File: src/ps2_pkg.sv
package ps2_pkg;

    // ~~~~~~~~~~~~~~~~~~~~
    // vector types
    // ~~~~~~~~~~~~~~~~~~~~
    typedef logic [7:0] ps2_byte_t;   // one data byte of a PS/2 frame.
    typedef logic [7:0] coord_t;      // unsigned screen coordinate.
    typedef logic [3:0] hex_digit_t;  // value of one display digit.

    // ~~~~~~~~~~~~~~~~~~~~
    // packed structs
    // ~~~~~~~~~~~~~~~~~~~~
    typedef struct packed {
        ps2_byte_t data;
        logic      parity_ok;  // odd parity over data and parity bit held.
    } rx_byte_t;

    typedef struct packed {
        ps2_byte_t status;     // first byte, carries buttons and sign bits.
        ps2_byte_t dx;
        ps2_byte_t dy;
    } mouse_pkt_t;

    typedef struct packed {
        coord_t x;
        coord_t y;
        logic   left;
        logic   right;
    } mouse_pos_t;

    // encoding goes straight to the state LEDs.
    typedef enum logic [2:0] {
        INIT_IDLE    = 3'd0,
        INIT_INHIBIT = 3'd1,
        INIT_REQUEST = 3'd2,
        INIT_SEND    = 3'd3,
        INIT_ACK_BIT = 3'd4,
        INIT_WAIT_FA = 3'd5,
        INIT_STREAM  = 3'd6
    } init_state_e;

    // ~~~~~~~~~~~~~~~~~~~~
    // protocol constants
    // ~~~~~~~~~~~~~~~~~~~~
    localparam ps2_byte_t CMD_ENABLE_STREAM = 8'hF4;
    localparam ps2_byte_t RSP_ACK           = 8'hFA;
    localparam coord_t    POS_RESET         = 8'h80;
    localparam int        FRAME_BITS        = 11;  // start, 8 data, parity, stop.

    // bit positions inside the status byte.
    localparam int STAT_LEFT    = 0;
    localparam int STAT_RIGHT   = 1;
    localparam int STAT_ALWAYS1 = 3;
    localparam int STAT_X_SIGN  = 4;
    localparam int STAT_Y_SIGN  = 5;
    localparam int STAT_X_OVF   = 6;
    localparam int STAT_Y_OVF   = 7;

endpackage

File: src/mouse_position.sv
`timescale 1ns/1ns

module mouse_position (
    input  logic                CLK100_IN,
    input  logic                rst_n,
    input  logic                pkt_valid,
    input  ps2_pkg::mouse_pkt_t pkt,
    output ps2_pkg::mouse_pos_t pos
);

    import ps2_pkg::*;

    coord_t x_next;
    coord_t y_next;

    // adds a 9-bit signed delta and clamps the result to 0..255.
    function automatic coord_t sat_add(input coord_t c, input logic sign, input ps2_byte_t d);
        logic signed [9:0] sum;
        sum = $signed({2'b00, c}) + $signed({sign, sign, d});
        if (sum < 0) begin
            return 8'h00;
        end else if (sum > 10'sd255) begin
            return 8'hFF;
        end
        return sum[7:0];
    endfunction

    // ~~~~~~~~~~~~~~~~~~~~
    // per-axis update
    // ~~~~~~~~~~~~~~~~~~~~
    always_comb begin
        x_next = pos.x;
        y_next = pos.y;
        if (!pkt.status[STAT_X_OVF]) begin
            x_next = sat_add(pos.x, pkt.status[STAT_X_SIGN], pkt.dx);
        end
        if (!pkt.status[STAT_Y_OVF]) begin
            y_next = sat_add(pos.y, pkt.status[STAT_Y_SIGN], pkt.dy);  // overflow keeps the axis.
        end
    end

    always_ff @(posedge CLK100_IN or negedge rst_n) begin
        if (!rst_n) begin
            pos <= '{x: POS_RESET, y: POS_RESET, left: 1'b0, right: 1'b0};
        end else if (pkt_valid) begin
            pos.x     <= x_next;
            pos.y     <= y_next;
            pos.left  <= pkt.status[STAT_LEFT];
            pos.right <= pkt.status[STAT_RIGHT];
        end
    end

endmodule

File: config.mk
export PLATFORM = sky130hd
export DESIGN_NAME = mouse_position
export DESIGN_NICKNAME = d
export VERILOG_FILES = /design/src/ps2_pkg.sv /design/src/mouse_position.sv
export SDC_FILE = /design/constraint.sdc
export NUM_CORES = 1
export LEC_CHECK = 0
export ABC_CLOCK_PERIOD_IN_PS = 6900
export BUFFER_PORTS_ARGS = -buffer_cell sky130_fd_sc_hd__buf_2
export CAP_MARGIN = 15
export CORE_ASPECT_RATIO = 1.75
export CORE_UTILIZATION = 26
export CTS_BUF_LIST = sky130_fd_sc_hd__clkbuf_16
export CTS_CLUSTER_SIZE = 16
export DETAILED_ROUTE_END_ITERATION = 8
export GPL_ROUTABILITY_DRIVEN = 0
export HOLD_SLACK_MARGIN = 0.12
export SLEW_MARGIN = 20
export SYNTH_ARGS = -nofsm -noshare
export SYNTH_HDL_FRONTEND = slang
export SYNTH_SLANG_ARGS = --single-unit
File: constraint.sdc
create_clock -name CLK100_IN -period 6.9 [get_ports CLK100_IN]
set_input_delay 0.69 -clock CLK100_IN [delete_from_list [all_inputs] [get_ports CLK100_IN]]
set_output_delay 0.69 -clock CLK100_IN [all_outputs]
set_load 0.01 [all_outputs]
==> qor.txt <==
Commonest cells post-synth: dfrtp_1 (16), ha_1 (16), nor2_1 (16)
Setup Buffers After CTS: 0
IO Pins: 45
hold crit path type: primary input to asynchronous set/reset pin
DP HPWL: 3.33 mm
top_reg_cell synth: dfrtp_1
Slew Limit Fails: 0
Synth Instances: 176
Clk pin slew, worst setup/hold paths: 0.05 ns
WL/cell: 13.0 µm
first-pass GRT wire length: 6.19 mm
via count: 1468
drt initial violations: 42
grt total ovfl: 0
CP startpoint: pkt[0]
Syn Area/Cell: 8.87 µm²
sw power: 389 µW
CP Capture Type: flop
PortBufs: 42
synth unique cells: 51
Root Buffer: clkbuf_16
final hold vios: 0
Die X: 60.6 µm
Final Critical Period: 2.74 ns
Final Setup Violations: 0
starting density of the core: 26.7%
WP data required: 7.03 ns
Yosys reg bits: 18
slowest CP cell: fa_1
largest cells by area after synthesis: dfrtp_1 (26%), ha_1 (13%), o21ai_0 (4.8%)
row cnt: 37
worst-path cell chain: buf_2, ha_1, fa_1, a211oi_2, o21ai_1, a311oi_1, or2_1, and3_4, o31ai_2
Synth area leader: dfrtp_1
Final #Nets: 263
worst vdd ir: 0.101 mV
status: complete, no violations
DRC: 0
Slew headroom: 65.5%
clock buffer count from CTS: 3
CP Launch Type: primary input
CTS tree: yes
CP top delay family: compound AO/OA/AOI/OAI gates
clk_lat worst skew: 0.25 ns
CP Max Fanout: 8
Via density: 4.98
Area Growth Syn to Fin: 22.8%
First-pass DRT Iterations: 4
slew at the pin with the worst max-slew slack: 0.516 ns
Hold-fix buffers, CTS: 0
Final TNS setup: 0 ns
combinational share of power: 63.8%
RSZ-0062 raised after global routing: no
Largest Register: pos
gr usage total: 13.0%
register area share after synthesis: 29.0%
placed cells: 291
syn nets: 221
share of post-route cells with drive strength above 1: 27.2%
top flop regs: pos (18)
YS warnings: 0
Max Fclk: 365 MHz
htree depth: 1
Worst Clk Skew: 0.00110 ns
DRT antenna net count: 0
Post-synth ARST share: 100%
sw frac: 44.7%
period utilization: 39.7%
core box area: 5830 µm²
critical register-to-register path startpoint: pos[2]$_DFFE_PN0P_
Cell Pwr Density: 454 nW/µm²
number of antenna violations at the first check in global routing: 0
die area: 6330 µm²
kind of critical path: primary input to flop
CP Buf/Inv Count: 1
vias in the first global route: 1461
share of the synthesized area in the top cell type: 25.7%
EDFF count, synth: 0
Pleak: 0.884 nW
Routed WL: 3.85 mm
Clk pwr share: 13.3%
number of diodes: 0
max reg flops: 18
non-filler cells in the finished layout: 295
die height: 104 µm
clock buffer depth: 2
Worst EP arrival: 2.87 ns
Cell Area, Synth: 1560 µm²
Hold WS: 0.375 ns
Max stage delay on crit path: 0.44 ns
clock sinks: 18
total of fill cells in the finished design: 633
pin count of the biggest net entering global routing: 19
CTS resizes: 0
Pint: 481 µW
Reg power frac: 22.9%
Max-Cap Viols: 0
==> through the flow <==
stage	total power [mW]	setup WS (ns)	utilization, %	cell area, µm²
after floorplan	0.622	4.34	-	1560
after global placement	0.750	3.91	31.5	1840
after detailed placement	0.760	3.90	31.5	1840
after CTS	0.878	4.16	32.8	1920
after global routing	0.962	3.98	32.8	1920
final	0.870	4.16	32.8	1920
==> power by group through the flow <==
stage	registers, mW	clock network [mW]	logic, mW
5_1_grt	0.207	0.123	0.632
2_1_floorplan	0.217	0	0.405
4_1_cts	0.200	0.119	0.559
3_5_place_dp	0.201	0	0.559
6_report	0.199	0.116	0.555
3_3_place_gp	0.199	0	0.551
==> worst register-to-register path: cells and delay by family, from the launching register on <==
| kind | cells | cell delay [ns] |
|---|---|---|
| flip-flops | 1 | 0.40 |
| AO/OA/AOI/OAI | 4 | 0.83 |
| adder cells (fa/ha/maj) | 2 | 0.67 |
| AND/OR/NAND/NOR | 2 | 0.57 |
==> cell usage in the layout (no fill, tap or decap), types with 3 or more instances in the layout <==
| cell type | count |
|---|---|
| ha_1 | 16 |
| xor2_1 | 5 |
| and3_1 | 3 |
| nor3_1 | 5 |
| nor2_1 | 16 |
| inv_1 | 5 |
| nand3_1 | 4 |
| a21oi_1 | 11 |
| o31ai_1 | 3 |
| a31oi_1 | 3 |
| nand2b_1 | 5 |
| dfrtp_1 | 16 |
| o41ai_1 | 3 |
| xnor2_1 | 5 |
| buf_2 | 42 |
| nand2_1 | 15 |
| a211oi_1 | 3 |
| clkbuf_16 | 3 |
| o21ai_0 | 15 |
==> layout make-up <==
| type | count | area, µm² | share of cell area, % |
|---|---|---|---|
| Clock inverter | 1 | 3.75 | 0.196 |
| Tap cell | 78 | 97.6 | 5.09 |
| Clock buffer | 3 | 75.1 | 3.92 |
| Inverter | 5 | 18.8 | 0.980 |
| Timing Repair Buffer | 42 | 210 | 11.0 |
| Sequential cell | 18 | 453 | 23.6 |
| Multi-Input combinational cell | 148 | 1060 | 55.2 |
==> final timing paths <==
path / to / slack, ns / depth (start not counted)
max: pos[6]$_DFFE_PN0P_ / 4.16 / 9
min: pos[5]$_DFFE_PN0P_ / 0.37 / 1
max reg2reg: pos[6]$_DFFE_PN0P_ / 4.31 / 8
min reg2reg: pos[1]$_DFFE_PN0P_ / 0.51 / 1
max in group asynchronous: pos[17]$_DFFE_PN1P_ / 6.19 / 1
min in group CLK100_IN: pos[1]$_DFFE_PN0P_ / 0.51 / 1
==> routing by layer <==
metal,vias to the layer above,GRT usage [%],share of wire [%]
met5,-,0,0
met4,0,8.93,4.2
met3,14,1.62,3.0
met2,38,26.0,60
met1,686,10.3,32
li1,730,-,-
==> cell families (layout without fill, tap and decap cells) <==
kind of cell,Yosys count,in the layout,share of synthesized area (%)
adders and majority gates,18,18,15.4
AOI/OAI and AO/OA,57,57,24.7
buffers and inverters,10,51,3.21
muxes,2,2,1.44
xor gates and xnor gates,11,11,7.38
DFF,18,18,29.0
and+or+nand+nor,60,60,18.8
No activity file was read; power rests on OpenSTA's default activity.
