File: src/ps2_pkg.sv
package ps2_pkg;

    // ~~~~~~~~~~~~~~~~~~~~
    // vector types
    // ~~~~~~~~~~~~~~~~~~~~
    typedef logic [7:0] ps2_byte_t;   // one data byte of a PS/2 frame.
    typedef logic [7:0] coord_t;      // unsigned screen coordinate.
    typedef logic [3:0] hex_digit_t;  // value of one display digit.

    // ~~~~~~~~~~~~~~~~~~~~
    // packed structs
    // ~~~~~~~~~~~~~~~~~~~~
    typedef struct packed {
        ps2_byte_t data;
        logic      parity_ok;  // odd parity over data and parity bit held.
    } rx_byte_t;

    typedef struct packed {
        ps2_byte_t status;     // first byte, carries buttons and sign bits.
        ps2_byte_t dx;
        ps2_byte_t dy;
    } mouse_pkt_t;

    typedef struct packed {
        coord_t x;
        coord_t y;
        logic   left;
        logic   right;
    } mouse_pos_t;

    // encoding goes straight to the state LEDs.
    typedef enum logic [2:0] {
        INIT_IDLE    = 3'd0,
        INIT_INHIBIT = 3'd1,
        INIT_REQUEST = 3'd2,
        INIT_SEND    = 3'd3,
        INIT_ACK_BIT = 3'd4,
        INIT_WAIT_FA = 3'd5,
        INIT_STREAM  = 3'd6
    } init_state_e;

    // ~~~~~~~~~~~~~~~~~~~~
    // protocol constants
    // ~~~~~~~~~~~~~~~~~~~~
    localparam ps2_byte_t CMD_ENABLE_STREAM = 8'hF4;
    localparam ps2_byte_t RSP_ACK           = 8'hFA;
    localparam coord_t    POS_RESET         = 8'h80;
    localparam int        FRAME_BITS        = 11;  // start, 8 data, parity, stop.

    // bit positions inside the status byte.
    localparam int STAT_LEFT    = 0;
    localparam int STAT_RIGHT   = 1;
    localparam int STAT_ALWAYS1 = 3;
    localparam int STAT_X_SIGN  = 4;
    localparam int STAT_Y_SIGN  = 5;
    localparam int STAT_X_OVF   = 6;
    localparam int STAT_Y_OVF   = 7;

endpackage

File: src/ps2_frame_rx.sv
`timescale 1ns/1ns

module ps2_frame_rx (
    input  logic              CLK100_IN,
    input  logic              rst_n,
    input  logic              ps2_clk_in,
    input  logic              ps2_data_in,
    input  logic              rx_enable,
    output logic              clk_fall,
    output logic              data_sync,
    output logic              rx_valid,
    output ps2_pkg::rx_byte_t rx_byte
);

    import ps2_pkg::*;

    logic [1:0]            line_s1_q;   // {clk, data} first stage.
    logic [1:0]            line_s2_q;   // {clk, data} second stage.
    logic                  clk_prev_q;
    logic [3:0]            bit_cnt_q;
    logic [FRAME_BITS-2:0] shift_q;     // first ten bits of the frame, start bit lowest.
    logic [FRAME_BITS-1:0] frame_next;
    logic                  frame_ok;

    // ~~~~~~~~~~~~~~~~~~~~
    // line synchroniser
    // ~~~~~~~~~~~~~~~~~~~~
    always_ff @(posedge CLK100_IN or negedge rst_n) begin
        if (!rst_n) begin
            line_s1_q  <= 2'b11;                       // idle bus is high on both lines.
            line_s2_q  <= 2'b11;
            clk_prev_q <= 1'b1;
        end else begin
            line_s1_q  <= {ps2_clk_in, ps2_data_in};
            line_s2_q  <= line_s1_q;
            clk_prev_q <= line_s2_q[1];
        end
    end

    assign clk_fall  = clk_prev_q & ~line_s2_q[1];     // one cycle per falling edge.
    assign data_sync = line_s2_q[0];

    // ~~~~~~~~~~~~~~~~~~~~
    // frame shifter
    // ~~~~~~~~~~~~~~~~~~~~
    // the eleventh bit is taken straight from the line when the frame closes.
    assign frame_next = {data_sync, shift_q};
    assign frame_ok   = ~frame_next[0] & frame_next[FRAME_BITS-1];  // start 0, stop 1.

    always_ff @(posedge CLK100_IN or negedge rst_n) begin
        if (!rst_n) begin
            bit_cnt_q <= '0;
            rx_valid  <= 1'b0;
        end else begin
            rx_valid <= 1'b0;
            if (!rx_enable) begin
                bit_cnt_q <= '0;                       // host owns the line right now.
            end else if (clk_fall) begin
                if (bit_cnt_q == 4'(FRAME_BITS - 1)) begin
                    bit_cnt_q <= '0;
                    rx_valid  <= frame_ok;             // bad framing is dropped silently.
                end else begin
                    bit_cnt_q <= bit_cnt_q + 4'd1;
                end
            end
        end
    end

    always_ff @(posedge CLK100_IN) begin
        if (rx_enable && clk_fall) begin
            shift_q <= frame_next[FRAME_BITS-1:1];
            if (bit_cnt_q == 4'(FRAME_BITS - 1) && frame_ok) begin
                rx_byte.data      <= frame_next[8:1];
                rx_byte.parity_ok <= ^frame_next[9:1]; // odd parity holds when the xor is one.
            end
        end
    end

endmodule

File: config.mk
export PLATFORM = sky130hd
export DESIGN_NAME = ps2_frame_rx
export DESIGN_NICKNAME = d
export VERILOG_FILES = /design/src/ps2_pkg.sv /design/src/ps2_frame_rx.sv
export SDC_FILE = /design/constraint.sdc
export NUM_CORES = 1
export LEC_CHECK = 0
export ABC_AREA = 1
export BUFFER_PORTS_ARGS = -buffer_cell sky130_fd_sc_hd__buf_2
export CAP_MARGIN = 20
export CORE_ASPECT_RATIO = 2
export CORE_MARGIN = 2
export CORE_UTILIZATION = 35
export CTS_CLUSTER_DIAMETER = 60
export DETAILED_ROUTE_END_ITERATION = 12
export PLACE_DENSITY = 0.61
export SLEW_MARGIN = 20
export SYNTH_ARGS = -nofsm -noshare
export SYNTH_HDL_FRONTEND = slang
export SYNTH_SLANG_ARGS = --single-unit
File: constraint.sdc
create_clock -name CLK100_IN -period 1.9 [get_ports CLK100_IN]
set_input_delay 0.19 -clock CLK100_IN [delete_from_list [all_inputs] [get_ports CLK100_IN]]
set_output_delay 0.19 -clock CLK100_IN [all_outputs]
set_load 0.02 [all_outputs]
==> results of run 1 <==
-- critical path, cell delays in order (launching register included) --
cell and delay (ps):
sky130_fd_sc_hd__dfrtp_1 400, sky130_fd_sc_hd__inv_1 100, sky130_fd_sc_hd__ha_1 170, sky130_fd_sc_hd__nand3_2 130
sky130_fd_sc_hd__nor4b_2 260, sky130_fd_sc_hd__buf_4 210
-- path summary, 6_finish.rpt --
| path | startpoint | end | slack, ps | cells past startpoint |
|---|---|---|---|---|
| max | bit_cnt_q[0] | rx_byte[1] | 340 | 5 |
| min | rx_enable | bit_cnt_q[3] | 210 | 3 |
| max reg2reg | bit_cnt_q[0] | rx_byte[1] | 340 | 5 |
| min reg2reg | line_s1_q[0] | line_s2_q[0] | 360 | 0 |
| max in group asynchronous | rst_n | line_s1_q[0] | 1350 | 2 |
| min in group asynchronous | rst_n | bit_cnt_q[0] | 300 | 2 |
-- repair_timing --
item / CTS / global route
hold endpoints to repair: 11 / 1
hold buffers: 2 / 1
resized for setup: 0 / 0
-- kinds of logic after synthesis --
group / count (synthesis) / share of synthesized area [%]
xor gates and xnor gates: 7 / 5.43
AOI/OAI and AO/OA: 4 / 2.55
and+or+nand+nor: 26 / 12.9
buffers and inverters: 11 / 3.66
DFF: 29 / 73.3
adders and majority gates: 2 / 2.22
-- cells in the final DEF, fill, tap and decap left out --
| cell | synthesis | final |
|---|---|---|
| sky130_fd_sc_hd__o21ai_1 | 1 | 1 |
| sky130_fd_sc_hd__edfxtp_1 | 19 | 19 |
| sky130_fd_sc_hd__o21ai_2 | 2 | 2 |
| sky130_fd_sc_hd__nand2_1 | 12 | 12 |
| sky130_fd_sc_hd__xnor2_1 | 3 | 3 |
| sky130_fd_sc_hd__nand3_2 | 1 | 1 |
| sky130_fd_sc_hd__ha_1 | 2 | 2 |
| sky130_fd_sc_hd__nand2_2 | 4 | 4 |
| sky130_fd_sc_hd__inv_1 | 8 | 8 |
| sky130_fd_sc_hd__dlygate4sd3_1 | 0 | 3 |
| sky130_fd_sc_hd__clkbuf_8 | 0 | 5 |
| sky130_fd_sc_hd__inv_2 | 3 | 3 |
| sky130_fd_sc_hd__dfstp_2 | 5 | 5 |
| sky130_fd_sc_hd__buf_4 | 0 | 1 |
| sky130_fd_sc_hd__dfrtp_1 | 5 | 5 |
| sky130_fd_sc_hd__nor4b_2 | 2 | 2 |
| sky130_fd_sc_hd__nand3_1 | 7 | 7 |
| sky130_fd_sc_hd__o22ai_1 | 1 | 1 |
| sky130_fd_sc_hd__clkbuf_1 | 0 | 1 |
| sky130_fd_sc_hd__clkinv_2 | 0 | 2 |
| sky130_fd_sc_hd__xor2_1 | 4 | 4 |
| sky130_fd_sc_hd__buf_2 | 0 | 16 |
-- state kept, by name, summed over array words and instances (netlist names) --
register and cells:
bit_cnt_q 4, rx_valid 1, shift_q 10, line_s2_q 2
line_s1_q 2, clk_prev_q 1, rx_byte 9
-- per-stage QoR --
stage	hold WS (ps)	utilization, %	setup slack [ps]	total power, W	cells
2_1_floorplan	-106	-	108	0.000740	79
5_1_grt	220	43.8	237	0.00128	138
4_1_cts	1.63	43.5	328	0.00124	137
3_5_place_dp	57.2	40.2	337	0.000762	127
3_3_place_gp	55.1	40.2	394	0.000759	127
6_report	213	43.8	341	0.00122	138
-- cell type report --
class	count	area [sq um]
fillers	297	1750
inverters	11	41.3
flip-flops and latches	29	827
well taps	31	38.8
repair buffers	20	118
clock inverters	2	10.0
multi-input cells	39	260
clock buffers	6	72.6
-- power breakdown --
group	switching [W]	internal (W)
registers	0.0000103	0.000690
logic	0.0000314	0.0000207
clock network	0.000218	0.000253
total	0.000260	0.000964
-- metal layers --
layer	vias to the layer above	part of all wire [%]	track usage, %
met3	7	5.8	5.38
met2	20	55	18.7
met4	0	3.1	6.61
li1	318	-	-
met5	-	0	0
met1	306	36	10.2
==> summary by stage, run 1 <==
Status
The flow ran to the end, and the final reports show no timing, DRC or antenna violations.

Synthesis
The post-synthesis area per instance is 14.3 sq um. sky130_fd_sc_hd__edfxtp_1 takes more of the synthesized area than any other cell. After synthesis, the share of flip-flops with an asynchronous set or reset is 34.5%.

The most used flip-flop cell after synthesis is sky130_fd_sc_hd__edfxtp_1. The synthesized design contains 29 register bits. The synthesized design contains 19 enable-type register cells.

In the post-synthesis netlist, the cell with the most instances is sky130_fd_sc_hd__edfxtp_1. The cell area after technology mapping is 1130 sq um. The net count after synthesis is 86. Yosys attributes the largest share of cell area to sky130_fd_sc_hd__edfxtp_1, sky130_fd_sc_hd__dfstp_2, sky130_fd_sc_hd__dfrtp_1, sky130_fd_sc_hd__nand2_1, sky130_fd_sc_hd__nand3_1. The unique cell type count in the Yosys netlist is 16. The fraction of the yosys area taken by sequential cells is 73.3%. By count the netlist is led by sky130_fd_sc_hd__edfxtp_1, sky130_fd_sc_hd__nand2_1, sky130_fd_sc_hd__inv_1.

For this run, the number of Yosys warnings is 0. Synthesis produced a netlist whose cell count is 79. The fraction of synthesized cell area taken by the top area cell type is 50.6%.

Clock network
The post-CTS setup buffer count is 0. The clock latency of the later-clocked register in the worst-skew pair is 280 ps. Clock-pin slew was measured on the worst setup and hold paths at 60 ps. TritonCTS built the clock tree. The number of levels the H-tree was split into is 2. CTS saw 29 sinks.

The number of buffers on the longest clock path is 2. Counting the buffers created by CTS gives 5. The root buffer cell chosen for the clock tree is sky130_fd_sc_hd__clkbuf_8.

Global routing
The total overflow left after global routing is 0. The maximum number of pins on one net before global-route repair is 13. For this run, the total global-route usage over all layers was measured as 11.1%.

The via count of the first global-routing pass is 646. The number of antenna violations at the first check in global routing is 0. The first global-routing pass estimated 2.93 mm of wire.

STA
The final hold violation count is 0. Counting I/O delays and the setup requirement, the final critical path takes 1560 ps. Headroom to the max-slew limit came out at 83.5%. The transition time at the pin with the least slew margin is 247 ps.

Setup violations remaining at the end of the flow were counted as 0. Setup repair after global routing left no endpoint under its margin. In the finished design, the share of the clock period the worst path needs comes to 82.1%.

The count of pins over their slew limit is 0. The sum of negative setup slack is 0 ps. The final clock skew is 7.87 ps. The timing-limited maximum frequency is 641 MHz.

Floorplan
The width of the chip is 44.2 um. The core region is 3120 sq um. The floorplan step defined a die boundary enclosing 3720 sq um. The top-level port count is 17.

The floorplan has 29 rows. The starting utilization of the core area is 36.2%. Measured along the y axis, the die boundary spans 84.3 um.

Critical path
STA classifies the critical path endpoint as a flop. The maximum fanout along the worst path is 9. STA puts the critical path data required time at 1880 ps. STA puts the critical path data arrival time at 1540 ps. The critical path start-end classification is flop to flop.

The kind of start point of the critical path is a flop.

Placed design
Once placement finished, the instance area stood at 1250 sq um. The final weighted congestion of routability-driven global placement is 0.709. The count of buffers added on input and output ports is 16.

Once detailed placement completed, the half-perimeter wirelength came to 1.29 mm.

Flow run
The tool flagged a number of max-cap violations equal to 0.

Hold path
The tightest min-delay check is of the input port to flop type.

Routing
The DRC violations left is 0. After detailed routing, the average wire length per cell comes to 12.5 um. The number of nets still failing antenna checks after routing is 0.

Across all layers, the routed design uses 651 vias. The number of iterations in the first detailed-routing pass is 2. The number of vias per cell after detailed routing is 4.72. The iteration-0 DRC count of the detailed router is 16. The detailed-route wire length is 1.72 mm.

Layout
The number of nets in the layout is 113. The post-route netlist has 38.3% of its cells at a drive strength greater than 1. The finished cells cover 1370 sq um.

Relative to the synthesized area, the layout overhead comes to 21.2%. The number of antenna diodes in the final layout is 0.

Pwr
VDD sags by at most 465 uV. The ratio of total power to cell area is 895 nW/um^2. In this run the static leakage power is 0.578 nW.
(Power assumes the default switching activity.)
==> run 2, diff against run 1 <==
--- a/config.mk
+++ b/config.mk
@@ -13,7 +13,7 @@
 export CORE_UTILIZATION = 35
 export CTS_CLUSTER_DIAMETER = 60
 export DETAILED_ROUTE_END_ITERATION = 12
-export PLACE_DENSITY = 0.61
+export PLACE_DENSITY = 0.59
 export SLEW_MARGIN = 20
 export SYNTH_ARGS = -nofsm -noshare
 export SYNTH_HDL_FRONTEND = slang
==> constraint.sdc (replaced) <==
create_clock -name CLK100_IN -period 1.5 [get_ports CLK100_IN]
set_input_delay 0.15 -clock CLK100_IN [delete_from_list [all_inputs] [get_ports CLK100_IN]]
set_output_delay 0.15 -clock CLK100_IN [all_outputs]
set_load 0.02 [all_outputs]
==> summary by stage, run 2 (synthesis gave the netlist of run 1 again) <==
Global routing
The maximum number of pins on one net before global-route repair is 13. The number of antenna violations at the first check in global routing is 0. Across every metal layer, demand over resource in global routing totals 12.3%. The via count of the first global-routing pass came to 701. The first global-routing pass estimated 3.15 mm of wire. The leftover overflow at the end of global routing is 0.

Clock network
The CTS tree is yes. The number of buffers added by the clock tree synthesis step is 5. Clock latency on the worst-skew pair, taken at its later pin, is 280 ps.

The H-tree was split into 2 levels. For this design, the sink count on the clock tree is 29. After clock tree synthesis, the clock-pin slew on the worst setup and hold paths is 60 ps. The cell chosen for the clock root is sky130_fd_sc_hd__clkbuf_8.

In this run the deepest clock path goes through 2 buffers.

Hold path
The class of the most critical hold timing path is input port to flop.

Layout
The number of flip-flops under the largest register name is 10. Registers take 827 sq um. The most common cell after layout, fill and taps aside is sky130_fd_sc_hd__edfxtp_1. The area of the multi-input gates is 299 sq um. The share of the core filled with cells in the final layout is 47.1%.

The count of fill cells added during filler insertion is 295. Leaving out fill and tap cells, the most frequent cells in the layout are sky130_fd_sc_hd__edfxtp_1, sky130_fd_sc_hd__buf_2, sky130_fd_sc_hd__nand2_1. The largest registers in the layout are shift_q (10), rx_byte (9), bit_cnt_q (4). Ranked by flip-flop count, first place goes to shift_q.

The fraction of layout instances using a drive strength above 1 is 43.4%. The area growth from synthesis to layout is 30.2%. The repair_antennas step left the layout with diodes totalling 0.

The number of nets in the layout is 119.

STA
In this run the tightest slew margin relative to its limit is 83.2%. At the pin with the least slew margin, the transition time is 251 ps. The final hold violation count was 0. The timing-limited maximum frequency is 673 MHz. The count of pins over their slew limit was 0. The worst hold slack across all endpoints is 190 ps.

Setup violations remaining at the end of the flow were counted as 0. Setup repair after global routing could not meet its margin everywhere. The share of the cycle needed by the critical path after routing is 99.0%. The worst setup margin is 14.9 ps. The final critical path time including I/O delays and setup is 1490 ps.

For the final database, setup skew stands at 5.90 ps.

Floorplan
The area of the die is 3720 sq um. Pin placement for this block handled 17 I/O pins. The starting utilization of the core area is 36.2%. Measured along the x axis, the die boundary spans 44.2 um.

The core area is 3120 sq um. The standard-cell row count is 29. The overall die height is 84.3 um.

Routing
For this run, the detailed router's first-pass iteration total came to 4. The total number of vias is 693. The wire length per cell is 13.4 um. Using the TritonRoute via totals, the vias-per-cell ratio works out to 4.81.

The DRC violations left is 0. After detailed routing, the total wire length is 1.93 mm. The iteration-0 DRC count of the detailed router is 28. The number of nets still failing antenna checks after routing is 0.

Pwr
For this design the static power due to leakage is 0.629 nW. The peak ir drop on the vdd network is 724 uV. The ratio of total power to cell area is 1100 nW/um^2.

Placed design
Once detailed placement completed, the half-perimeter wirelength came to 1.33 mm. Buffers placed on the I/O ports in this run total 16. OpenSTA, run right after detailed placement, puts the worst setup slack at 14.3 ps.

The final weighted congestion of routability-driven global placement is 0.713.

Critical path
For this run, the slowest stage of the critical path takes 400 ps. STA puts the critical path data required time at 1500 ps. The type of element capturing the critical path is a flop.

The cell at the slowest stage of the critical path is sky130_fd_sc_hd__dfrtp_1. By startpoint and endpoint, the worst setup path is classified as flop to flop. In this design, the largest share of critical-path delay is due to flip-flops. The number of buffers and inverters on the critical path is 2.

The critical path goes through inv_2, ha_4, nand3_4, nor4b_4, buf_4. The data arrival at the endpoint of the critical path is 1480 ps. STA classifies the critical path startpoint as a flop. The maximum fanout along the worst path is 4.

Status
The flow ran to the end, and the final reports show no timing, DRC or antenna violations.

Flow run
The max-cap check violation count is 0.
-- run 2: cell count changes in the layout (fill, tap and decap cells not counted), sizes merged --
cell and change:
buf +6
-- run 2: where the power goes --
group	internal, W	switching [W]	total, W
clock	0.000362	0.000285	0.000647
sequential	0.000874	0.0000149	0.000889
combinational	0.0000345	0.0000466	0.0000811
total	0.00127	0.000346	0.00162
-- run 2: final timing paths --
kind                               from           end  slack [ps]  cells after the start
min                           rx_enable  bit_cnt_q[1]         190                      3
min in group asynchronous         rst_n  bit_cnt_q[3]         250                      2
min reg2reg                line_s1_q[1]  line_s2_q[1]         350                      0
max in group asynchronous         rst_n  line_s2_q[0]         990                      2
max reg2reg                bit_cnt_q[0]    rx_byte[1]          10                      5
max                        bit_cnt_q[0]    rx_byte[1]          10                      5
-- run 2: final cells by class --
class	count	area share [%]
clock buffer	6	5.62
clock inverter	2	0.596
inverter	11	3.15
multi-input combinational	39	20.4
sequential	29	56.3
tap	31	2.64
timing repair buffer	26	11.3
-- run 2: layer usage --
metal  wire (um)  vias to the layer above  global-route usage (%)
li1            -                      332                       -
met1         699                      327                    10.5
met2        1070                       29                    21.5
met3          98                        5                    4.52
met4          60                        0                    9.09
met5           0                        -                       0
-- run 2: what timing repair did --
| item | 4_1_cts | 5_1_grt |
|---|---|---|
| endpoints found under the setup margin | 0 | 9 |
| resized for setup | 0 | 6 |
| hold buffers | 3 | 0 |
| endpoints found under the hold margin | 12 | 0 |
| buffers inserted | 0 | 4 |
-- run 2: metrics by stage --
stage	TNS [ps]	std cells	cell area [sq um]	total power, W
2_1_floorplan	-693	79	1150	0.000943
3_3_place_gp	0	128	1290	0.000967
3_5_place_dp	0	128	1290	0.000970
4_1_cts	0	139	1410	0.00163
5_1_grt	-192	144	1470	0.00169
6_report	0	144	1470	0.00162
-- run 2: worst reg2reg max path, stage by stage (launching register included) --
cell and delay (ps):
sky130_fd_sc_hd__dfrtp_1 400, sky130_fd_sc_hd__inv_2 110, sky130_fd_sc_hd__ha_4 150, sky130_fd_sc_hd__nand3_4 70
sky130_fd_sc_hd__nor4b_4 300, sky130_fd_sc_hd__buf_4 190
