$ cat config.mk
export PLATFORM = sky130hd
export DESIGN_NAME = ps2_mouse_init
export DESIGN_NICKNAME = d
export VERILOG_FILES = /design/src/ps2_pkg.sv /design/src/ps2_mouse_init.sv
export SDC_FILE = /design/constraint.sdc
export NUM_CORES = 1
export LEC_CHECK = 0
export ABC_AREA = 1
export BUFFER_PORTS_ARGS = -buffer_cell sky130_fd_sc_hd__buf_2
export CELL_PAD_IN_SITES_DETAIL_PLACEMENT = 0
export CELL_PAD_IN_SITES_GLOBAL_PLACEMENT = 1
export CORE_MARGIN = 5
export CORE_UTILIZATION = 40
export DETAILED_ROUTE_END_ITERATION = 8
export MAX_ROUTING_LAYER = met4
export PLACE_DENSITY_LB_ADDON = 0.1
export SYNTH_ARGS = -nofsm -noshare
export SYNTH_HDL_FRONTEND = slang
export SYNTH_SLANG_ARGS = --single-unit
$ cat constraint.sdc
create_clock -name CLK100_IN -period 1.8 [get_ports CLK100_IN]
set_input_delay 0.36 -clock CLK100_IN [delete_from_list [all_inputs] [get_ports CLK100_IN]]
set_output_delay 0.36 -clock CLK100_IN [all_outputs]
set_load 0.1 [all_outputs]
$ cat src/ps2_pkg.sv
package ps2_pkg;

    // ~~~~~~~~~~~~~~~~~~~~
    // vector types
    // ~~~~~~~~~~~~~~~~~~~~
    typedef logic [7:0] ps2_byte_t;   // one data byte of a PS/2 frame.
    typedef logic [7:0] coord_t;      // unsigned screen coordinate.
    typedef logic [3:0] hex_digit_t;  // value of one display digit.

    // ~~~~~~~~~~~~~~~~~~~~
    // packed structs
    // ~~~~~~~~~~~~~~~~~~~~
    typedef struct packed {
        ps2_byte_t data;
        logic      parity_ok;  // odd parity over data and parity bit held.
    } rx_byte_t;

    typedef struct packed {
        ps2_byte_t status;     // first byte, carries buttons and sign bits.
        ps2_byte_t dx;
        ps2_byte_t dy;
    } mouse_pkt_t;

    typedef struct packed {
        coord_t x;
        coord_t y;
        logic   left;
        logic   right;
    } mouse_pos_t;

    // encoding goes straight to the state LEDs.
    typedef enum logic [2:0] {
        INIT_IDLE    = 3'd0,
        INIT_INHIBIT = 3'd1,
        INIT_REQUEST = 3'd2,
        INIT_SEND    = 3'd3,
        INIT_ACK_BIT = 3'd4,
        INIT_WAIT_FA = 3'd5,
        INIT_STREAM  = 3'd6
    } init_state_e;

    // ~~~~~~~~~~~~~~~~~~~~
    // protocol constants
    // ~~~~~~~~~~~~~~~~~~~~
    localparam ps2_byte_t CMD_ENABLE_STREAM = 8'hF4;
    localparam ps2_byte_t RSP_ACK           = 8'hFA;
    localparam coord_t    POS_RESET         = 8'h80;
    localparam int        FRAME_BITS        = 11;  // start, 8 data, parity, stop.

    // bit positions inside the status byte.
    localparam int STAT_LEFT    = 0;
    localparam int STAT_RIGHT   = 1;
    localparam int STAT_ALWAYS1 = 3;
    localparam int STAT_X_SIGN  = 4;
    localparam int STAT_Y_SIGN  = 5;
    localparam int STAT_X_OVF   = 6;
    localparam int STAT_Y_OVF   = 7;

endpackage

$ cat src/ps2_mouse_init.sv
`timescale 1ns/1ns

module ps2_mouse_init #(
    parameter int INHIBIT_CYCLES = 10000
) (
    input  logic                 CLK100_IN,
    input  logic                 rst_n,
    input  logic                 clk_fall,
    input  logic                 data_sync,
    input  logic                 rx_valid,
    input  ps2_pkg::rx_byte_t    rx_byte,
    output logic                 clk_drive_low,
    output logic                 data_drive_low,
    output logic                 rx_enable,
    output logic                 init_done,
    output ps2_pkg::init_state_e state
);

    import ps2_pkg::*;

    localparam int CNT_W = $clog2(INHIBIT_CYCLES + 1);

    // data bits first, parity on top, sent lsb first.
    localparam logic [8:0] TX_FRAME = {~^CMD_ENABLE_STREAM, CMD_ENABLE_STREAM};

    init_state_e      state_q;
    logic [CNT_W-1:0] inhibit_cnt_q;
    logic [3:0]       tx_cnt_q;     // index of the next bit to present.
    logic             data_low_q;

    // ~~~~~~~~~~~~~~~~~~~~
    // init FSM
    // ~~~~~~~~~~~~~~~~~~~~
    always_ff @(posedge CLK100_IN or negedge rst_n) begin
        if (!rst_n) begin
            state_q       <= INIT_IDLE;
            inhibit_cnt_q <= '0;
            tx_cnt_q      <= '0;
            data_low_q    <= 1'b0;
        end else begin
            if (state_q != INIT_INHIBIT) begin
                inhibit_cnt_q <= '0;                     // every entry starts a fresh hold.
            end
            case (state_q)
                INIT_IDLE: begin
                    state_q <= INIT_INHIBIT;
                end
                INIT_INHIBIT: begin
                    data_low_q <= 1'b0;
                    if (inhibit_cnt_q == CNT_W'(INHIBIT_CYCLES - 1)) begin
                        state_q    <= INIT_REQUEST;
                        data_low_q <= 1'b1;              // start bit, held until the first fall.
                    end else begin
                        inhibit_cnt_q <= inhibit_cnt_q + 1'b1;
                    end
                end
                INIT_REQUEST: begin
                    tx_cnt_q <= '0;
                    state_q  <= INIT_SEND;               // clock is released from here on.
                end
                INIT_SEND: begin
                    if (clk_fall) begin
                        if (tx_cnt_q == 4'd9) begin
                            data_low_q <= 1'b0;          // released line is the stop bit.
                            state_q    <= INIT_ACK_BIT;
                        end else begin
                            data_low_q <= ~TX_FRAME[tx_cnt_q];
                            tx_cnt_q   <= tx_cnt_q + 4'd1;
                        end
                    end
                end
                INIT_ACK_BIT: begin
                    if (clk_fall) begin
                        // the mouse pulls data low to acknowledge.
                        state_q <= data_sync ? INIT_INHIBIT : INIT_WAIT_FA;
                    end
                end
                INIT_WAIT_FA: begin
                    if (rx_valid) begin
                        if (rx_byte.parity_ok && rx_byte.data == RSP_ACK) begin
                            state_q <= INIT_STREAM;
                        end else begin
                            state_q <= INIT_INHIBIT;     // anything else restarts the command.
                        end
                    end
                end
                INIT_STREAM: begin
                    state_q <= INIT_STREAM;
                end
                default: begin
                    state_q <= INIT_IDLE;
                end
            endcase
        end
    end

    assign clk_drive_low  = (state_q == INIT_INHIBIT) || (state_q == INIT_REQUEST);
    assign data_drive_low = data_low_q;
    assign rx_enable      = (state_q == INIT_WAIT_FA) || (state_q == INIT_STREAM);
    assign init_done      = (state_q == INIT_STREAM);
    assign state          = state_q;

endmodule

==> out/results.env, run 1 <==
DESIGN.DIE.AREA_UM2=4880
DRTITER0DRC=58
UTILIZATION_PCT=51.8
FP-ROW-COUNT=21
GLOBALPLACE.CONGESTION=0.844
POWERDENSITY_nW_PER_UM2=1460
DETAIL_ROUTE.WIRELENGTH_MM=3.14
CRITICAL_PATH.STARTPOINT_TYPE='register'
CTS_TREE='yes'
YOSYS.CELL_TYPES.COUNT=26
CRITICAL-PATH-MAX-STAGE-DELAY_PS=550
MULTIINPUTGATEAREA_UM2=792
SHARE_COMB_OF_TOTAL_POWER_PCT=60.6
CLOCK-ROOT-BUFFER='clkbuf_4'
SYN2LAYOUT_AREA_GROWTH_PCT=23.4
TOTAL_LEAKAGE_POWER_nW=0.927
PIN_COUNT_OF_THE_BIGGEST_NET_ENTERING_GLOBAL_ROUTING=23
POST_ROUTE_CELLS_DRIVE_ABOVE_1_SHARE_PCT=23.9
ROUTE.DETAILED.DRC=0
TIMING.RR.START='state[0]'
WORST_PIN_SLEW_PS=529
POWER.IR.VDD_WORST_mV=1.17
YS_ASYNC_SR_FRACTION_PCT=100
POSTSYNTHREGISTERBITS=22
WORST_SETUP_PATH_END_KIND='primary output'
SYNTH_SEQ_AREA_SHARE_PCT=38.4
NUM_VIAS=1296
SWITCHINGPOWER_mW=1.38
SYNTH_TOP_AREA_SHARE_PCT=38.4
AREA.SEQUENTIAL_UM2=562
WORST-ENDPOINT-ARRIVAL_PS=1360
SYNTH-EDFF-COUNT=0
MET1_USAGE_PCT=16.0
GRT_PASS1_WL_MM=5.47
STATUS='finished, final reports clean'
ROUTE.ANTENNA.REMAINING_NETS=0
SYNTH_AREA_LEADER_CELL='dfrtp_1'
DRTPASS1ITERATIONS=4
CRITICAL_PATH.TOP_DELAY_FAMILY='flip-flops'
FLOORPLAN.IO_PINS=21
SYNTH_NETS=226
HOLD_BUFFERS=0
GRT_USE_MET2_PCT=25.0
MAXCAPVIOLCOUNT=0
P_SEQ_SHARE_PCT=28.8
FILLER_CELL_COUNT=361
TIMING.CLOCK.SKEW_PS=5.79
SETUP_VIOL=0
YOSYS_MOST_USED_DFF='dfrtp_1'
LAYOUT_WORST_PATH_CYCLE_SHARE_PCT=95.8
INITIAL_CORE_UTILIZATION_PCT=42.0
SYNTHTOPCELLSBYCOUNT='49 x nand2_1, 35 x inv_1, 31 x nor2_1, 22 x dfrtp_1, 16 x nand3_1'
YOSYSMOSTFREQUENTCELL='nand2_1'
PLACEMENT.IO_BUFFERS=20
MAX_FREQ_GHz=0.580
AVGSYNTHCELLAREA_UM2=6.89
FP.DIEW_UM=69.9
FIRST_GLOBAL_VIAS=1322
CTS.SINKS=22
SHORTEST_CLOCK_PERIOD_THE_WORST_PATH_ALLOWS_AFTER_LAYOUT_PS=1720
NUMBER_OF_SYNTHESIS_WARNINGS=0
COREAREA_UM2=3420
PINT_mW=1.20
CRITICAL_PATH_CELL_COUNT=4
FINAL_HOLD_VIOL_COUNT=0
CTS_BUFFER_DEPTH=2
CLKSLEWWORSTSETUPHOLDPATHS_PS=130
CP_MAX_FO=7
WORST_SKEW_PAIR.LATE_LATENCY_PS=310
SYNTHCELLS=208
DRT-VIAS-PER-INSTANCE=4.63
CLOCK_NETWORK_FRACTION_OF_TOTAL_POWER_PCT=10.7
WORST-PATH-BUF-INV=1
DP_HPWL_MM=2.42
PATH_CLASS='register to primary output'
RRSETUPSLACK_PS=250
CRITICAL_PATH.CELL_CHAIN='nor2_1 -> nand2_2 -> nand2_4 -> buf_12'
NETLIST_TOP_CELLS_AREA='dfrtp_1 38%, nand2_1 13%, inv_1 9.2%'
CLOCK_TREE.HTREE_LEVEL_COUNT=1
HOLD_CLASS='input port to asynchronous set/reset pin'
GRT-OVFL-TOTAL=0
GRTUSAGEMET3_PCT=1.87
PLACE_WORST_SETUP_SLACK_PS=261
R2R_CELLS=10
ANTENNA_FOUND_INITIAL=0
TOTAL_CLOCK_BUFFERS_CREATED_BY_CTS=3
NUM_ANTENNA_CELLS=0
SW_RATIO_PCT=53.4
FINAL-MAX-SLEW-VIOLATION-COUNT=0
GRT.TOTAL_USAGE_PCT=13.9
RSZ0062_AT_GRT='false'
POST_DR_WIRELENGTH_CELL_UM=11.2
SLEW_HEADROOM_PCT=64.7
WORST-ENDPOINT-REQUIRED_PS=1440
CRITICAL_PATH.SLOWEST_CELL='dfrtp_4'
FINAL_NETS=253
DIEHEIGHT_UM=69.9
GR-MAX-USAGE-LAYER='met2'
FINAL.SETUP.WORST_SLACK_PS=75.1
CAPTURE_POINT_OF_THE_WORST_REG_TO_REG_PATH='state[1]'
SYNTHESIS.AREA_UM2=1430
[registers in the layout, indices dropped and copies added, names as in the netlist]
| name | count |
|---|---|
| inhibit_cnt_q | 14 |
| tx_cnt_q | 4 |
| state | 3 |
| data_drive_low | 1 |
[worst reg2reg max path, cell delays in order (launching register included)]
cell	delay (ps)
dfrtp_4	510
inv_2	60
nor2_4	150
nand2_4	80
buf_4	160
inv_2	160
nand2_1	90
nand2_1	80
inv_1	50
nand2_1	60
nand2_1	50
[how the worst max path moves through the flow]
stage	slack, ps	endpoint	start
after floorplan	-290	rx_enable	state[2]
after global placement	320	state[1]	state[1]
after detailed placement	260	state[1]	state[1]
after CTS	10	clk_drive_low	state[2]
after global routing	20	clk_drive_low	state[2]
final	80	clk_drive_low	state[2]
[power by group through the flow]
stage	combinational (mW)	clock [mW]	sequential [mW]
floorplan	0.945	0	0.998
global placement	1.47	0	0.745
global route	1.70	0.304	0.759
CTS	1.51	0.291	0.740
finish	1.57	0.276	0.744
detailed placement	1.47	0	0.753
[cells in the final DEF (no fill, tap or decap), types with 4 or more instances in the layout]
cell and count:
nand2_1 45, inv_1 33, nor2_1 30, dfrtp_1 19
buf_2 17, nand3_1 13, o21ai_0 8, a21oi_1 8
nand2_2 6, nand2_4 4, nand4_1 4, ha_1 4
buf_4 4
[routing by layer]
metal	up-vias	share of wire (%)
met5	-	0
met4	0	0.67
met3	2	1.8
met2	12	51
met1	582	46
li1	700	-
[kinds of logic (layout without fill, tap and decap cells)]
logic type	Yosys count	after routing	share of synthesized area [%]
AND/OR/NAND/NOR	114	114	35.3
buffers and inverters	40	66	11.2
AO/OA/AOI/OAI	24	24	9.25
flip-flops	22	22	38.4
adder cells (fa/ha/maj)	4	4	3.49
XOR/XNOR	4	4	2.44
[final cells by class]
cell class | count | share of cell area (%)
clock buffers | 4 | 2.05
inverters | 38 | 8.27
multi-input cells | 146 | 44.8
flip-flops and latches | 22 | 31.8
well taps | 46 | 3.25
repair buffers | 24 | 9.90
[timing repair]
item	4_1_cts	5_1_grt
buffers inserted	2	2
resized for setup	1	4
pin swaps	0	2
endpoints found under the setup margin	2	2
[metrics by stage]
step / power [mW] / hold slack, ps / setup TNS, ps / area (µm²) / instances
floorplan: 1.94 / 64.4 / -293 / 1520 / 208
global placement: 2.21 / 359 / 0 / 1680 / 272
detailed placement: 2.23 / 371 / 0 / 1680 / 272
CTS: 2.54 / 14.6 / 0 / 1740 / 278
global route: 2.77 / 42.1 / 0 / 1770 / 280
finish: 2.58 / 7.54 / 0 / 1770 / 280
No activity file was read; power rests on OpenSTA's default activity.
==> run 2: changes to the inputs <==
Settings changed: CAP_MARGIN set to 5, CORE_MARGIN 5 to 2, CTS_CLUSTER_SIZE set to 30.
==> run 2 against run 1 <==
Compared with the run above:
- via count grew 4.5%
- largest power group unchanged
- critical path type unchanged
- worst hold slack lost 4.1 ps
- clock-buffer cell count is the same
- highest routed layer unchanged
- non-clock buffer count grew 1
- routed wire length shrank 3.1%
- maximum frequency shrank 0.21%
- die area shrank 16%
- first-iteration DRC count shrank 1.7%
==> out/results.env, run 2 (same netlist as run 1, synthesis figures left out) <==
INITIAL_CORE_UTILIZATION_PCT=42.3  # was 42.0%
TIMING.CLOCK.SKEW_PS=3.03  # was 5.79 ps
FIRST_GLOBAL_VIAS=1315  # was 1322
LAYOUTNONFILLERINSTCOUNT=281  # was 280
SW_RATIO_PCT=53.1  # was 53.4%
WORST_SKEW_PAIR.LATE_LATENCY_PS=300  # was 310 ps
LARGEST_REGISTER_FFS=14  # unchanged
REGISTER_WITH_THE_MOST_FLIP_FLOPS='inhibit_cnt_q'  # unchanged
ANTENNA_FOUND_INITIAL=0  # unchanged
DRTPASS1ITERATIONS=4  # unchanged
SWITCHINGPOWER_mW=1.38  # about the same
CAPTURE_POINT_OF_THE_WORST_REG_TO_REG_PATH='state[1]'  # unchanged
CLOCK_TREE.HTREE_LEVEL_COUNT=1  # unchanged
POWER.IR.VDD_WORST_mV=1.48  # was 1.17 mV
GRT_PASS1_WL_MM=5.60  # was 5.47 mm
GRT-OVFL-TOTAL=0  # unchanged
POST_DR_WIRELENGTH_CELL_UM=10.8  # was 11.2 µm
WORST_SETUP_PATH_END_KIND='primary output'  # unchanged
POWERDENSITY_nW_PER_UM2=1460  # about the same
R2R_CELLS=9  # was 10
FP.DIEW_UM=63.9  # was 69.9 µm
P_SEQ_SHARE_PCT=28.8  # about the same
NUM_ANTENNA_CELLS=0  # unchanged
SHARE_COMB_OF_TOTAL_POWER_PCT=60.6  # about the same
DETAILED_PLACE.AREA_UM2=1680  # unchanged
STATUS='finished, final reports clean'  # unchanged
MAX_FREQ_GHz=0.579  # was 0.580 GHz
MAXCAPVIOLCOUNT=0  # unchanged
WORST-ENDPOINT-REQUIRED_PS=1440  # about the same
P_TOTAL_mW=2.59  # was 2.58 mW
GRT.TOTAL_USAGE_PCT=17.6  # was 13.9%
TIMING.RR.START='state[2]'  # was state[0]
FINAL-MAX-SLEW-VIOLATION-COUNT=0  # unchanged
FINALSETUPTNS_PS=0  # unchanged
FILLER_CELL_COUNT=328  # was 361
UTILIZATION_PCT=52.4  # was 51.8%
FINAL.SETUP.WORST_SLACK_PS=71.5  # was 75.1 ps
DESIGN.DIE.AREA_UM2=4080  # was 4880 µm²
PINT_mW=1.21  # was 1.20 mW
SHORTEST_CLOCK_PERIOD_THE_WORST_PATH_ALLOWS_AFTER_LAYOUT_PS=1730  # was 1720 ps
POST_ROUTE_CELLS_DRIVE_ABOVE_1_SHARE_PCT=24.3  # was 23.9%
COREAREA_UM2=3390  # was 3420 µm²
CRITICAL_PATH.STARTPOINT_TYPE='register'  # unchanged
CLKSLEWWORSTSETUPHOLDPATHS_PS=120  # was 130 ps
PATH_CLASS='register to primary output'  # unchanged
PIN_COUNT_OF_THE_BIGGEST_NET_ENTERING_GLOBAL_ROUTING=23  # unchanged
CTS.SINKS=22  # unchanged
CLOCK_NETWORK_FRACTION_OF_TOTAL_POWER_PCT=10.5  # was 10.7%
ROUTE.DETAILED.DRC=0  # unchanged
WORST_SETUP_PATH_STARTPOINT='state[0]'  # was state[2]
NUM_VIAS=1354  # was 1296
CLOCK-ROOT-BUFFER='clkbuf_4'  # unchanged
FP-ROW-COUNT=21  # unchanged
DRT-VIAS-PER-INSTANCE=4.82  # was 4.63
MULTIINPUTGATEAREA_UM2=792  # unchanged
DIEHEIGHT_UM=63.9  # was 69.9 µm
HOLD_CLASS='input port to asynchronous set/reset pin'  # unchanged
WORST-ENDPOINT-ARRIVAL_PS=1370  # was 1360 ps
FIN_AREA_UM2=1780  # was 1770 µm²
FINAL_NETS=254  # was 253
SETUP_VIOL=0  # unchanged
CTS_TREE='yes'  # unchanged
PLACE_WORST_SETUP_SLACK_PS=247  # was 261 ps
FINAL_COMMON_CELL='nand2_1'  # unchanged
TOTAL_LEAKAGE_POWER_nW=0.932  # was 0.927 nW
LAYOUT_WORST_PATH_CYCLE_SHARE_PCT=96.0  # was 95.8%
DRTITER0DRC=57  # was 58
FIN_WORST_HOLD_SLACK_PS=3.40  # was 7.54 ps
TOTAL_CLOCK_BUFFERS_CREATED_BY_CTS=3  # unchanged
FINAL_CELL_MIX='45 x nand2_1, 33 x inv_1, 30 x nor2_1, 19 x dfrtp_1, 17 x buf_2'  # unchanged
PLACEMENT.IO_BUFFERS=20  # unchanged
WORST_PIN_SLEW_PS=505  # was 529 ps
CTS_BUFFER_DEPTH=2  # unchanged
SLEW_HEADROOM_PCT=66.4  # was 64.7%
DETAIL_ROUTE.WIRELENGTH_MM=3.05  # was 3.14 mm
AREA.SEQUENTIAL_UM2=562  # unchanged
FINAL_HOLD_VIOL_COUNT=0  # unchanged
NUMPLACEDINSTANCES=272  # unchanged
ROUTE.ANTENNA.REMAINING_NETS=0  # unchanged
GLOBALPLACE.CONGESTION=0.854  # was 0.844
SYN2LAYOUT_AREA_GROWTH_PCT=23.9  # was 23.4%
RRSETUPSLACK_PS=300  # was 250 ps
CP_MAX_FO=8  # was 7
DP_HPWL_MM=2.38  # was 2.42 mm
FLOORPLAN.IO_PINS=21  # unchanged
run 2: cell types whose count changed in the layout (fill, tap and decap cells not counted), sizes merged:
cell	before	now
buf	24	25
run 2: worst max path at each step:
stage | endpoint | slack [ps] | depth (start not counted)
finish | clk_drive_low | 70 | 5
global route | clk_drive_low | -40 | 4
CTS | rx_enable | 0.7 | 4
detailed placement | state[2] | 250 | 8
global placement | state[1] | 320 | 8
floorplan | rx_enable | -290 | 5
run 2: repair_timing:
action	CTS	global route
endpoints found under the setup margin	2	2
pin swaps	0	2
resized for setup	2	3
hold buffers	0	0
setup buffers	2	3
run 2: worst max-delay path: stages (launching register included):
cell and delay, ps:
dfrtp_4 510, inv_2 60, nor2_4 130, nand2_4 100, nand2_4 80, buf_12 170
run 2: per-layer routing:
| layer | share of wire (%) | global-route usage (%) |
|---|---|---|
| met5 | 0 | - |
| met4 | 0.62 | 5.71 |
| met3 | 3.2 | 2.29 |
| met2 | 52 | 30.9 |
| met1 | 44 | 20.7 |
run 2: final cells by class:
class	count	area share (%)
well taps	46	3.24
clock buffers	4	2.04
flip-flops and latches	22	31.6
inverters	38	8.24
repair buffers	25	10.3
multi-input cells	146	44.6
run 2: power by group through the flow:
stage                     combinational [mW]  clock (mW)  sequential (mW)
after floorplan                        0.945           0            0.998
after global placement                  1.46           0            0.749
after detailed placement                1.47           0            0.759
after CTS                               1.52       0.282            0.746
after global routing                    1.73       0.303            0.767
final                                   1.57       0.273            0.747
